File: config.mk
export PLATFORM = sky130hd
export DESIGN_NAME = blitter
export DESIGN_NICKNAME = d
export VERILOG_FILES = /design/src/blit_pkg.sv /design/src/blitter.sv /design/src/sram_writer.sv /design/src/pixel_packer.sv /design/src/flash_reader.sv /design/src/blit_sequencer.sv
export VERILOG_INCLUDE_DIRS = /design/src
export SDC_FILE = /design/constraint.sdc
export NUM_CORES = 1
export LEC_CHECK = 0
export ABC_AREA = 0
export BUFFER_PORTS_ARGS = -buffer_cell sky130_fd_sc_hd__buf_4
export CORE_AREA = 3 3 160 162
export CTS_BUF_LIST = sky130_fd_sc_hd__clkbuf_4
export DETAILED_ROUTE_END_ITERATION = 10
export DIE_AREA = 0 0 163 165
export PLACE_DENSITY_LB_ADDON = 0.25
export SYNTH_ARGS = -nofsm -noshare
export SYNTH_HDL_FRONTEND = slang
export SYNTH_SLANG_ARGS = --single-unit
File: constraint.sdc
create_clock -name clk -period 3.36 [get_ports clk]
set_clock_uncertainty 0.1 [all_clocks]
set_input_delay 0.168 -clock clk [delete_from_list [all_inputs] [get_ports clk]]
set_output_delay 0.168 -clock clk [all_outputs]
set_load 0.005 [all_outputs]
File: src/blit_settings.svh
`ifndef BLIT_SETTINGS_SVH
`define BLIT_SETTINGS_SVH

// cycles fl_oe_n stays low before the data byte is taken.
`define BLIT_FLASH_WAIT 4

// number of black words written by one clear.
`define BLIT_CLEAR_WORDS 64

// host command codes.
`define BLIT_OP_CLEAR 8'h00
`define BLIT_OP_COPY 8'h01

`endif
File: src/blit_pkg.sv
`default_nettype none

package blit_pkg;

  typedef logic [22:0] flash_addr_t;  // byte address into the NOR flash.
  typedef logic [7:0] flash_byte_t;
  typedef logic [19:0] sram_addr_t;   // word address into the frame buffer.
  typedef logic [15:0] pixel_word_t;
  typedef logic [7:0] opcode_t;

  // sequencer states.
  typedef enum logic [1:0] {
    idle,
    clear,
    fetch,
    wait_byte
  } seq_state_t;

endpackage

`default_nettype wire

File: src/blitter.sv
`default_nettype none

module blitter (
  input  logic                  clk,
  input  logic                  reset,
  // host side.
  input  blit_pkg::opcode_t     op_code,
  input  blit_pkg::flash_addr_t start_address,
  input  blit_pkg::flash_addr_t end_address,
  input  blit_pkg::sram_addr_t  dest_address,
  input  logic                  draw_en,
  output logic                  draw_complete,
  // NOR flash.
  input  blit_pkg::flash_byte_t fl_dq,
  output blit_pkg::flash_addr_t fl_addr,
  output logic                  fl_ce_n,
  output logic                  fl_oe_n,
  output logic                  fl_we_n,
  output logic                  fl_rst_n,
  output logic                  fl_wp_n,
  // frame buffer SRAM.
  output blit_pkg::sram_addr_t  sram_addr,
  output blit_pkg::pixel_word_t sram_dq,
  output logic                  sram_we_n,
  output logic                  sram_ce_n,
  output logic                  sram_ub_n,
  output logic                  sram_lb_n,
  output logic                  sram_oe_n
);

  logic                  read_req;
  blit_pkg::flash_addr_t read_addr;
  logic                  byte_valid;
  blit_pkg::flash_byte_t byte_data;
  logic                  byte_last;
  logic                  byte_first_half;
  logic                  clear_word;
  logic                  clear_last;
  logic                  start_pulse;
  blit_pkg::sram_addr_t  dest_addr;
  logic                  word_valid;
  blit_pkg::pixel_word_t word_data;
  logic                  word_last;

  assign fl_wp_n = 1'b1;  // flash is never programmed.

  blit_sequencer i_sequencer (
    .clk             (clk),
    .reset           (reset),
    .draw_en         (draw_en),
    .op_code         (op_code),
    .start_address   (start_address),
    .end_address     (end_address),
    .dest_address    (dest_address),
    .byte_valid      (byte_valid),
    .read_req        (read_req),
    .read_addr       (read_addr),
    .byte_last       (byte_last),
    .byte_first_half (byte_first_half),
    .clear_word      (clear_word),
    .clear_last      (clear_last),
    .start_pulse     (start_pulse),
    .dest_addr       (dest_addr)
  );

  flash_reader i_flash_reader (
    .clk        (clk),
    .reset      (reset),
    .read_req   (read_req),
    .read_addr  (read_addr),
    .fl_dq      (fl_dq),
    .fl_addr    (fl_addr),
    .fl_ce_n    (fl_ce_n),
    .fl_oe_n    (fl_oe_n),
    .fl_we_n    (fl_we_n),
    .fl_rst_n   (fl_rst_n),
    .byte_valid (byte_valid),
    .byte_data  (byte_data)
  );

  pixel_packer i_pixel_packer (
    .clk             (clk),
    .reset           (reset),
    .byte_valid      (byte_valid),
    .byte_data       (byte_data),
    .byte_last       (byte_last),
    .byte_first_half (byte_first_half),
    .clear_word      (clear_word),
    .clear_last      (clear_last),
    .word_valid      (word_valid),
    .word_data       (word_data),
    .word_last       (word_last)
  );

  sram_writer i_sram_writer (
    .clk           (clk),
    .reset         (reset),
    .start_pulse   (start_pulse),
    .dest_addr     (dest_addr),
    .word_valid    (word_valid),
    .word_data     (word_data),
    .word_last     (word_last),
    .sram_addr     (sram_addr),
    .sram_dq       (sram_dq),
    .sram_we_n     (sram_we_n),
    .sram_ce_n     (sram_ce_n),
    .sram_ub_n     (sram_ub_n),
    .sram_lb_n     (sram_lb_n),
    .sram_oe_n     (sram_oe_n),
    .draw_complete (draw_complete)
  );

endmodule

`default_nettype wire

File: src/sram_writer.sv
`default_nettype none

module sram_writer (
  input  logic                  clk,
  input  logic                  reset,
  input  logic                  start_pulse,
  input  blit_pkg::sram_addr_t  dest_addr,
  input  logic                  word_valid,
  input  blit_pkg::pixel_word_t word_data,
  input  logic                  word_last,
  output blit_pkg::sram_addr_t  sram_addr,
  output blit_pkg::pixel_word_t sram_dq,
  output logic                  sram_we_n,
  output logic                  sram_ce_n,
  output logic                  sram_ub_n,
  output logic                  sram_lb_n,
  output logic                  sram_oe_n,
  output logic                  draw_complete
);

  blit_pkg::sram_addr_t addr_cnt;  // next word address.
  logic                 write_n;   // shared strobe, low during the write cycle.
  logic                 last_q;    // the word being written closes the command.

  // both byte lanes are written every time.
  assign sram_we_n = write_n;
  assign sram_ce_n = write_n;
  assign sram_ub_n = write_n;
  assign sram_lb_n = write_n;
  assign sram_oe_n = 1'b1;

  always_ff @(posedge clk or negedge reset) begin
    if (!reset) begin
      addr_cnt      <= '0;
      write_n       <= 1'b1;
      last_q        <= 1'b0;
      draw_complete <= 1'b0;
    end else begin
      write_n       <= !word_valid;
      draw_complete <= !write_n && last_q;
      if (start_pulse) begin
        addr_cnt <= dest_addr;
      end else if (word_valid) begin
        addr_cnt <= addr_cnt + 1'b1;
      end
      if (word_valid) last_q <= word_last;
    end
  end

  always_ff @(posedge clk) begin
    if (word_valid) begin
      sram_addr <= addr_cnt;
      sram_dq   <= word_data;
    end
  end

endmodule

`default_nettype wire

File: src/pixel_packer.sv
`default_nettype none

module pixel_packer (
  input  logic                  clk,
  input  logic                  reset,
  input  logic                  byte_valid,
  input  blit_pkg::flash_byte_t byte_data,
  input  logic                  byte_last,
  input  logic                  byte_first_half,
  input  logic                  clear_word,
  input  logic                  clear_last,
  output logic                  word_valid,
  output blit_pkg::pixel_word_t word_data,
  output logic                  word_last
);

  blit_pkg::flash_byte_t high_byte;
  logic                  have_high;   // a first byte is waiting for its partner.
  logic                  pair_start;

  assign pair_start = byte_first_half || !have_high;

  always_ff @(posedge clk or negedge reset) begin
    if (!reset) begin
      word_valid <= 1'b0;
      have_high  <= 1'b0;
    end else begin
      word_valid <= 1'b0;
      if (clear_word) begin
        word_valid <= 1'b1;
      end else if (byte_valid) begin
        if (pair_start) begin
          have_high  <= !byte_last;
          word_valid <= byte_last;  // odd tail goes out padded.
        end else begin
          have_high  <= 1'b0;
          word_valid <= 1'b1;
        end
      end
    end
  end

  always_ff @(posedge clk) begin
    if (clear_word) begin
      word_data <= '0;  // black.
      word_last <= clear_last;
    end else if (byte_valid) begin
      word_last <= byte_last;
      if (pair_start) begin
        high_byte <= byte_data;
        word_data <= {byte_data, 8'h00};
      end else begin
        word_data <= {high_byte, byte_data};
      end
    end
  end

endmodule

`default_nettype wire

File: src/flash_reader.sv
`default_nettype none

`include "blit_settings.svh"

module flash_reader (
  input  logic                  clk,
  input  logic                  reset,
  input  logic                  read_req,
  input  blit_pkg::flash_addr_t read_addr,
  input  blit_pkg::flash_byte_t fl_dq,
  output blit_pkg::flash_addr_t fl_addr,
  output logic                  fl_ce_n,
  output logic                  fl_oe_n,
  output logic                  fl_we_n,
  output logic                  fl_rst_n,
  output logic                  byte_valid,
  output blit_pkg::flash_byte_t byte_data
);

  logic [7:0] wait_cnt;  // cycles spent with fl_oe_n low.
  logic       last_wait;

  assign fl_we_n  = 1'b1;  // read only.
  assign fl_rst_n = 1'b1;

  assign last_wait = (wait_cnt == 8'(`BLIT_FLASH_WAIT - 1));

  always_ff @(posedge clk or negedge reset) begin
    if (!reset) begin
      fl_ce_n    <= 1'b1;
      fl_oe_n    <= 1'b1;
      byte_valid <= 1'b0;
      wait_cnt   <= '0;
    end else begin
      byte_valid <= 1'b0;
      if (!fl_ce_n) begin
        wait_cnt <= wait_cnt + 1'b1;
        if (last_wait) begin
          fl_ce_n    <= 1'b1;
          fl_oe_n    <= 1'b1;
          byte_valid <= 1'b1;
        end
      end else if (read_req) begin
        fl_ce_n  <= 1'b0;  // chip and output enabled together.
        fl_oe_n  <= 1'b0;
        wait_cnt <= '0;
      end
    end
  end

  always_ff @(posedge clk) begin
    if (fl_ce_n && read_req) fl_addr <= read_addr;
    if (!fl_ce_n && last_wait) byte_data <= fl_dq;  // access time has passed.
  end

endmodule

`default_nettype wire

File: src/blit_sequencer.sv
`default_nettype none

`include "blit_settings.svh"

module blit_sequencer (
  input  logic                  clk,
  input  logic                  reset,
  input  logic                  draw_en,
  input  blit_pkg::opcode_t     op_code,
  input  blit_pkg::flash_addr_t start_address,
  input  blit_pkg::flash_addr_t end_address,
  input  blit_pkg::sram_addr_t  dest_address,
  input  logic                  byte_valid,
  output logic                  read_req,
  output blit_pkg::flash_addr_t read_addr,
  output logic                  byte_last,
  output logic                  byte_first_half,
  output logic                  clear_word,
  output logic                  clear_last,
  output logic                  start_pulse,
  output blit_pkg::sram_addr_t  dest_addr
);

  blit_pkg::seq_state_t  state;
  blit_pkg::flash_addr_t end_addr_q;  // inclusive end of the copy range.
  blit_pkg::flash_addr_t next_addr;
  logic [15:0]           count;       // clear words, then drain cycles.
  logic                  accept;
  logic                  step;

  assign accept = (state == blit_pkg::idle) && draw_en;
  assign next_addr = blit_pkg::flash_addr_t'(read_addr + 1'b1);
  // a byte came back and more remain in the range.
  assign step = (state == blit_pkg::wait_byte) && (count == 16'd0) && byte_valid && !byte_last;

  always_ff @(posedge clk or negedge reset) begin
    if (!reset) begin
      state       <= blit_pkg::idle;
      start_pulse <= 1'b0;
      read_req    <= 1'b0;
      clear_word  <= 1'b0;
      count       <= '0;
    end else begin
      start_pulse <= 1'b0;
      read_req    <= 1'b0;
      clear_word  <= 1'b0;
      case (state)
        blit_pkg::idle: begin
          if (draw_en) begin
            if (op_code == `BLIT_OP_CLEAR) begin
              state       <= blit_pkg::clear;
              start_pulse <= 1'b1;
              count       <= '0;
            end else if (op_code == `BLIT_OP_COPY) begin
              state       <= blit_pkg::fetch;
              start_pulse <= 1'b1;
            end  // anything else is dropped.
          end
        end
        blit_pkg::clear: begin
          count <= count + 1'b1;
          if (count < 16'(`BLIT_CLEAR_WORDS)) clear_word <= 1'b1;
          // three extra cycles cover the packer and writer.
          if (count == 16'(`BLIT_CLEAR_WORDS + 2)) state <= blit_pkg::idle;
        end
        blit_pkg::fetch: begin
          read_req <= 1'b1;  // first byte of the copy.
          count    <= '0;
          state    <= blit_pkg::wait_byte;
        end
        blit_pkg::wait_byte: begin
          if (count != 16'd0) begin
            // draining after the last byte.
            count <= count + 1'b1;
            if (count == 16'd2) state <= blit_pkg::idle;
          end else if (byte_valid) begin
            if (byte_last) count <= 16'd1;
            else read_req <= 1'b1;
          end
        end
        default: state <= blit_pkg::idle;
      endcase
    end
  end

  always_ff @(posedge clk) begin
    if (accept) begin
      read_addr  <= start_address;
      end_addr_q <= end_address;
      dest_addr  <= dest_address;
    end
    if (state == blit_pkg::clear) clear_last <= (count == 16'(`BLIT_CLEAR_WORDS - 1));
    if (state == blit_pkg::fetch) begin
      byte_last       <= (read_addr >= end_addr_q);  // a reversed range reads one byte.
      byte_first_half <= 1'b1;
    end
    if (step) begin
      read_addr       <= next_addr;
      byte_last       <= (next_addr >= end_addr_q);
      byte_first_half <= 1'b0;
    end
  end

endmodule

`default_nettype wire

==> out/metrics.cfg, run 1 <==
[run_status]
status=completed

[cells_and_area]
layout_common_cells=buf_4, edfxtp_1, dlygate4sd3_1, clkbuf_4, nand2_1
area_growth_syn_to_layout_pct=32.6
final_common_cell=buf_4
design_area_sq_um=12800
nets=1166
final_cells=1403
drive_gt1_frac=0.268
fin_util=0.529

[detailed_routing]
ant_nets=0
vias=6808
wirelength_microns=21200
drt-initial-drc-count=336
wire_per_inst_microns=15.1
via_per_inst=4.85
drc_errors=0
firstDrtPassIters=5

[logic_synthesis]
synth_top_family_by_area=simple AND/OR/NAND/NOR gates
netlist_area_sq_um=9670
synth_mux_area_frac=0.0336
synthArstFlopShare=0.261
yosys.area_share.xor_xnor=0.0399
synth_edf_count=144
ys_warn_count=0
synthSimpleGateAreaFrac=0.112
yosysTopAreaCellShare=0.447
synth-compound-area-share=0.0845
synthTopCellsByArea=edfxtp_1, dfrtp_1, ha_1, dfxtp_1, o21ai_0
yosys.area.top_type=edfxtp_1
synthDistinctLibCells=60
synth_flop_cell=edfxtp_1
syn_area_per_cell_sq_um=13.0
synthAdderAreaFrac=0.0673
yosysSeqAreaShare=0.630
syn_inst=743
ys_seq_elements=218

[timing]
max_freq_mhz=319
hold_violations=0
final_max_slew_viol_count=0
tightest_slew_ns=1.16
period_share=0.934
tns_ns=0
slew_headroom=0.224
period_needed_ns=3.14
setup_violations=0
rsz0062_at_grt=no

[setup_path]
cp-start-kind=flop
cp.arrival_ns=3.43
crit_path_end_kind=flop
cp_max_fo=4
criticalPathCategory=flop to flop
required_ns=3.65

[power]
power_mw=7.98
power.density_nw_per_um2=622
peakVddDrop_v=0.000337
p_leak_nw=5.43

[global_routing]
overflow=0
grt_pass1_vias=6904
grt_usage=0.158
grt_max_degree=41
grt_pass1_wl_microns=34000
antenna_found_initial=1

[place]
place_congestion=0.843
place_area_sq_um=11200
dp_hpwl_microns=14200
io_buffers=150
dp_cells=1209

[clocking]
cts.sinks=218
path_clk_slew_ns=0.07
clock-root-buffer=clkbuf_4
clockBufferDepth=3
cts_buffers=57
htree_levels=2
cts_tree=yes
clock_latency_ns=0.67

[hold_path]
hp-class=primary input to flop

[floorplan]
die_area_sq_um=26900
io_pins=155
die_y_microns=165
rows=57
start_util=0.399
dieWidth_microns=163
core_area_sq_um=24200

[job]
cap_violations=0

cell usage after synthesis (4+ instances only):
cell      instances
ha_1             52
a22o_1            9
mux2_4           12
nor4_1            4
and3_1           14
nand3_1          35
nand4_1          22
o22ai_1           5
nor3_1            9
nand2_1          64
xor2_1           22
clkbuf_1         10
a21o_1            6
xnor2_1          22
dfrtp_1          54
a21oi_1          18
a31oi_1           7
o21ai_0          57
nor2_1           31
mux2_1           10
dfxtp_1          17
inv_1            44
nor2b_1           4
buf_4             8
o21ai_1           4
edfxtp_1        144
a222oi_1          8
through the flow:
stage	hold slack (ns)	setup slack, ns
floorplan	-0.228	0.461
global placement	0.201	0.334
detailed placement	0.198	0.226
CTS	0.0291	0.207
global route	0.0278	0.0402
finish	0.115	0.222
critical path, stage by stage, from the launching register on:
cell and delay (ns):
edfxtp_1 0.42, and4_4 0.27, nand3_2 0.11, or3_4 0.44, nor2_1 0.14, xor2_1 0.21
ha_1 0.28, nand4_1 0.17, nor3_1 0.08, nand2_1 0.06, o311ai_0 0.15, a2111oi_2 0.36
a21oi_1 0.09
report_power, final:
part	switching (mW)	internal (mW)	leakage [nW]	total, mW
logic	0.889	0.836	2.73	1.73
registers	0.389	3.49	2.25	3.88
clock network	1.08	1.29	0.457	2.37
timing repair:
action,CTS,global route
setup endpoints to repair,0,1
hold buffers,84,0
hold endpoints to repair,135,0
resized for setup,0,1
buffers inserted,0,1
flip-flops by register name (all words and copies together) (netlist names), 8 cells and up:
register,count
i_flash_reader.fl_addr,23
i_sequencer.end_addr_q,23
i_sequencer.read_addr,23
i_sequencer.dest_addr,20
i_sram_writer.addr_cnt,20
i_sram_writer.sram_addr,20
i_pixel_packer.word_data,16
i_sequencer.count,16
i_sram_writer.sram_dq,16
i_flash_reader.byte_data,8
i_flash_reader.wait_cnt,8
i_pixel_packer.high_byte,8
routing by layer:
| metal | global-route usage | vias to the layer above | part of all wire |
|---|---|---|---|
| li1 | - | 3358 | - |
| met1 | 0.203 | 3205 | 0.44 |
| met2 | 0.263 | 205 | 0.48 |
| met3 | 0.0396 | 40 | 0.060 |
| met4 | 0.0565 | 0 | 0.022 |
| met5 | 0 | - | 0 |
cell families (layout without fill, tap and decap cells):
kind of cell / count (synthesis) / in the layout
xor gates and xnor gates: 44 / 44
adders and majority gates: 52 / 52
AOI/OAI and AO/OA: 131 / 131
other: 1 / 5
muxes: 25 / 25
DFF: 218 / 218
buffers and inverters: 68 / 400
and+or+nand+nor: 204 / 204
path summary, 6_finish.rpt:
path / slack, ns / end / from / cells past startpoint
worst max-delay path: 0.22 / i_sequencer.byte_last / i_sequencer.read_addr[8] / 12
worst min-delay path: 0.12 / i_sequencer.dest_addr[16] / dest_address[16] / 2
worst max register to register: 0.22 / i_sequencer.byte_last / i_sequencer.read_addr[8] / 12
worst min register to register: 0.32 / i_sram_writer.sram_dq[15] / i_pixel_packer.word_data[15] / 0
max in group asynchronous: 2.24 / i_sram_writer.addr_cnt[16] / reset / 4
min in group asynchronous: 0.42 / i_sram_writer.last_q / reset / 3
cell type report:
cell class / count / area (sq um)
fillers: 2130 / 11400
flip-flops and latches: 218 / 6100
multi-input cells: 460 / 3280
repair buffers: 248 / 2090
clock buffers: 82 / 616
well taps: 324 / 405
clock inverters: 26 / 166
inverters: 44 / 165
diodes: 1 / 2.50
Note: power is estimated with default switching activity, not from simulation.
==> run 2, diff against run 1 <==
- CORE_AREA: 3 3 160 162 -> 3 3 184 186
- CTS_BUF_LIST: sky130_fd_sc_hd__clkbuf_4 -> sky130_fd_sc_hd__clkbuf_16
- DIE_AREA: 0 0 163 165 -> 0 0 187 189
==> run 2 against run 1 <==
Net effect: non-clock buffer count did not move; global-route usage fell by 3.3 points; setup slack improved by 0.034 ns; cell area rose by 1.5%; wire length rose by 6.4%; register-to-register slack improved by 0.03 ns; maximum frequency rose by 1.1%; largest power group unchanged.
==> out/metrics.cfg, run 2 (same netlist as run 1, synthesis figures left out) <==
[cells_and_area]
final_common_cell=buf_4  ; unchanged
area_growth_syn_to_layout_pct=34.6  ; was 32.6%
layout_common_cells=buf_4, edfxtp_1, dlygate4sd3_1, nand2_1, o21ai_0  ; was buf_4, edfxtp_1, dlygate4sd3_1, clkbuf_4, nand2_1
drive_gt1_frac=0.237  ; was 0.268
reg_top3=i_flash_reader.fl_addr x23, i_sequencer.end_addr_q x23, i_sequencer.read_addr x23  ; unchanged
design_area_sq_um=13000  ; was 12800 sq um
fillers=3059  ; was 2130
nets=1134  ; was 1166
diodes=0  ; was 1
multiInputGateArea_sq_um=3290  ; was 3280 sq um
seq_area_sq_um=6100  ; unchanged

[floorplan]
die_area_sq_um=35300  ; was 26900 sq um
io_pins=155  ; unchanged
rows=66  ; was 57
die_y_microns=189  ; was 165 microns
dieWidth_microns=187  ; was 163 microns
start_util=0.298  ; was 0.399
core_area_sq_um=32500  ; was 24200 sq um

[place]
place_congestion=0.786  ; was 0.843
dp_hpwl_microns=15300  ; was 14200 microns
io_buffers=150  ; unchanged
place_area_sq_um=11300  ; was 11200 sq um

[detailed_routing]
routed.top_layer=met5  ; was met4
wl_met3_microns=995  ; was 1280 microns
wire_per_inst_microns=15.5  ; was 15.1 microns
drt-initial-drc-count=322  ; was 336
ant_nets=0  ; unchanged
firstDrtPassIters=5  ; unchanged
vias=6586  ; was 6808
wirelength_microns=22600  ; was 21200 microns
drc_errors=0  ; unchanged
met2_length_microns=10600  ; was 10100 microns
via_per_inst=4.52  ; was 4.85
met1_length_microns=10500  ; was 9390 microns

[timing]
slew_headroom=0.269  ; was 0.224
setup_violations=0  ; unchanged
period_share=0.924  ; was 0.934
period_needed_ns=3.10  ; was 3.14 ns
tns_ns=0  ; unchanged
max_freq_mhz=322  ; was 319 MHz
hold_violations=0  ; unchanged
final_max_slew_viol_count=0  ; unchanged
tightest_slew_ns=1.09  ; was 1.16 ns

[global_routing]
overflow=0  ; unchanged
grt_pass1_vias=6655  ; was 6904
grt_max_degree=58  ; was 41
antenna_found_initial=1  ; unchanged
grt_pass1_wl_microns=36100  ; was 34000 microns
grt_usage=0.126  ; was 0.158

[setup_path]
rr_worst_depth=12  ; unchanged
rr_startpoint=i_sequencer.read_addr[8]  ; unchanged
required_ns=3.53  ; was 3.65 ns
cp.arrival_ns=3.27  ; was 3.43 ns
crit_path_end_kind=flop  ; unchanged
cp_max_fo=4  ; unchanged
reg2reg_to=i_sequencer.byte_last  ; unchanged
criticalPathCategory=flop to flop  ; unchanged
rrSetupSlack_ns=0.26  ; was 0.22 ns
cp-start-kind=flop  ; unchanged

[power]
power.density_nw_per_um2=643  ; was 622 nW/um^2
peakVddDrop_v=0.000335  ; was 0.000337 V
p_leak_nw=5.39  ; was 5.43 nW

[clocking]
cts_tree=yes  ; unchanged
cts.sinks=218  ; unchanged
path_clk_slew_ns=0.07  ; about the same
cts_buffers=25  ; was 57
clock-root-buffer=clkbuf_16  ; was clkbuf_4
htree_levels=1  ; was 2
clockBufferDepth=3  ; unchanged
clock_latency_ns=0.52  ; was 0.67 ns

[run_status]
status=completed  ; unchanged

[hold_path]
hp-class=primary input to flop  ; unchanged
worstHoldStart=draw_en  ; was dest_address[16]
whs_path_depth=4  ; was 2
min_to=i_sequencer.state[0]  ; was i_sequencer.dest_addr[16]

[job]
cap_violations=0  ; unchanged

==> run 2: power breakdown <==
part           switching, mW  internal, mW
sequential             0.411          3.49
combinational          0.880         0.849
clock                   1.09          1.64
total                   2.39          5.98
==> run 2: layout make-up <==
cell class,instances,share of cell area
sequential,218,0.468
multi-input combinational,460,0.253
timing repair buffer,248,0.160
clock buffer,26,0.0500
tap,442,0.0425
clock inverter,19,0.0139
inverter,44,0.0127
==> run 2: worst max-delay path: stages (launching register included) <==
cell and delay [ns]:
edfxtp_1 0.39, and4_4 0.27, nand3_2 0.12, or3_4 0.44, nor2_1 0.16, xor2_1 0.22
ha_1 0.28, nand4_1 0.16, nor3_1 0.08, nand2_1 0.05, o311ai_0 0.14, a2111oi_2 0.36
a21oi_1 0.07
==> run 2: timing repair <==
item,4_1_cts,5_1_grt
resized for setup,0,3
setup buffers,0,2
setup endpoints to repair,0,1
hold buffers,82,0
hold endpoints to repair,131,0
==> run 2: worst max path at each step <==
stage	slack (ns)	to	depth (start not counted)	from
floorplan	0.46	i_sequencer.byte_last	12	i_sequencer.read_addr[5]
global placement	0.29	i_sequencer.byte_last	12	i_sequencer.read_addr[8]
detailed placement	0.21	i_sequencer.byte_last	12	i_sequencer.read_addr[8]
CTS	0.22	i_sequencer.byte_last	12	i_sequencer.read_addr[8]
global route	-0.02	i_sequencer.byte_last	13	i_sequencer.read_addr[4]
finish	0.26	i_sequencer.byte_last	12	i_sequencer.read_addr[8]
==> run 2: metrics by stage <==
step	hold WS (ns)	worst slack (ns)	total power, mW	std cells	utilization
2_1_floorplan	-0.228	0.461	4.81	746	-
4_1_cts	0.00664	0.215	8.51	1455	0.400
5_1_grt	0.0384	-0.0159	8.88	1457	0.401
6_report	0.0420	0.256	8.36	1457	0.401
3_5_place_dp	0.221	0.210	5.63	1328	0.349
3_3_place_gp	0.210	0.291	5.60	1328	0.349
==> run 2: routing by layer <==
| layer | vias up | GRT usage |
|---|---|---|
| met5 | - | 0 |
| met4 | 2 | 0.0323 |
| met3 | 32 | 0.0217 |
| met2 | 136 | 0.207 |
| met1 | 3162 | 0.173 |
| li1 | 3254 | - |
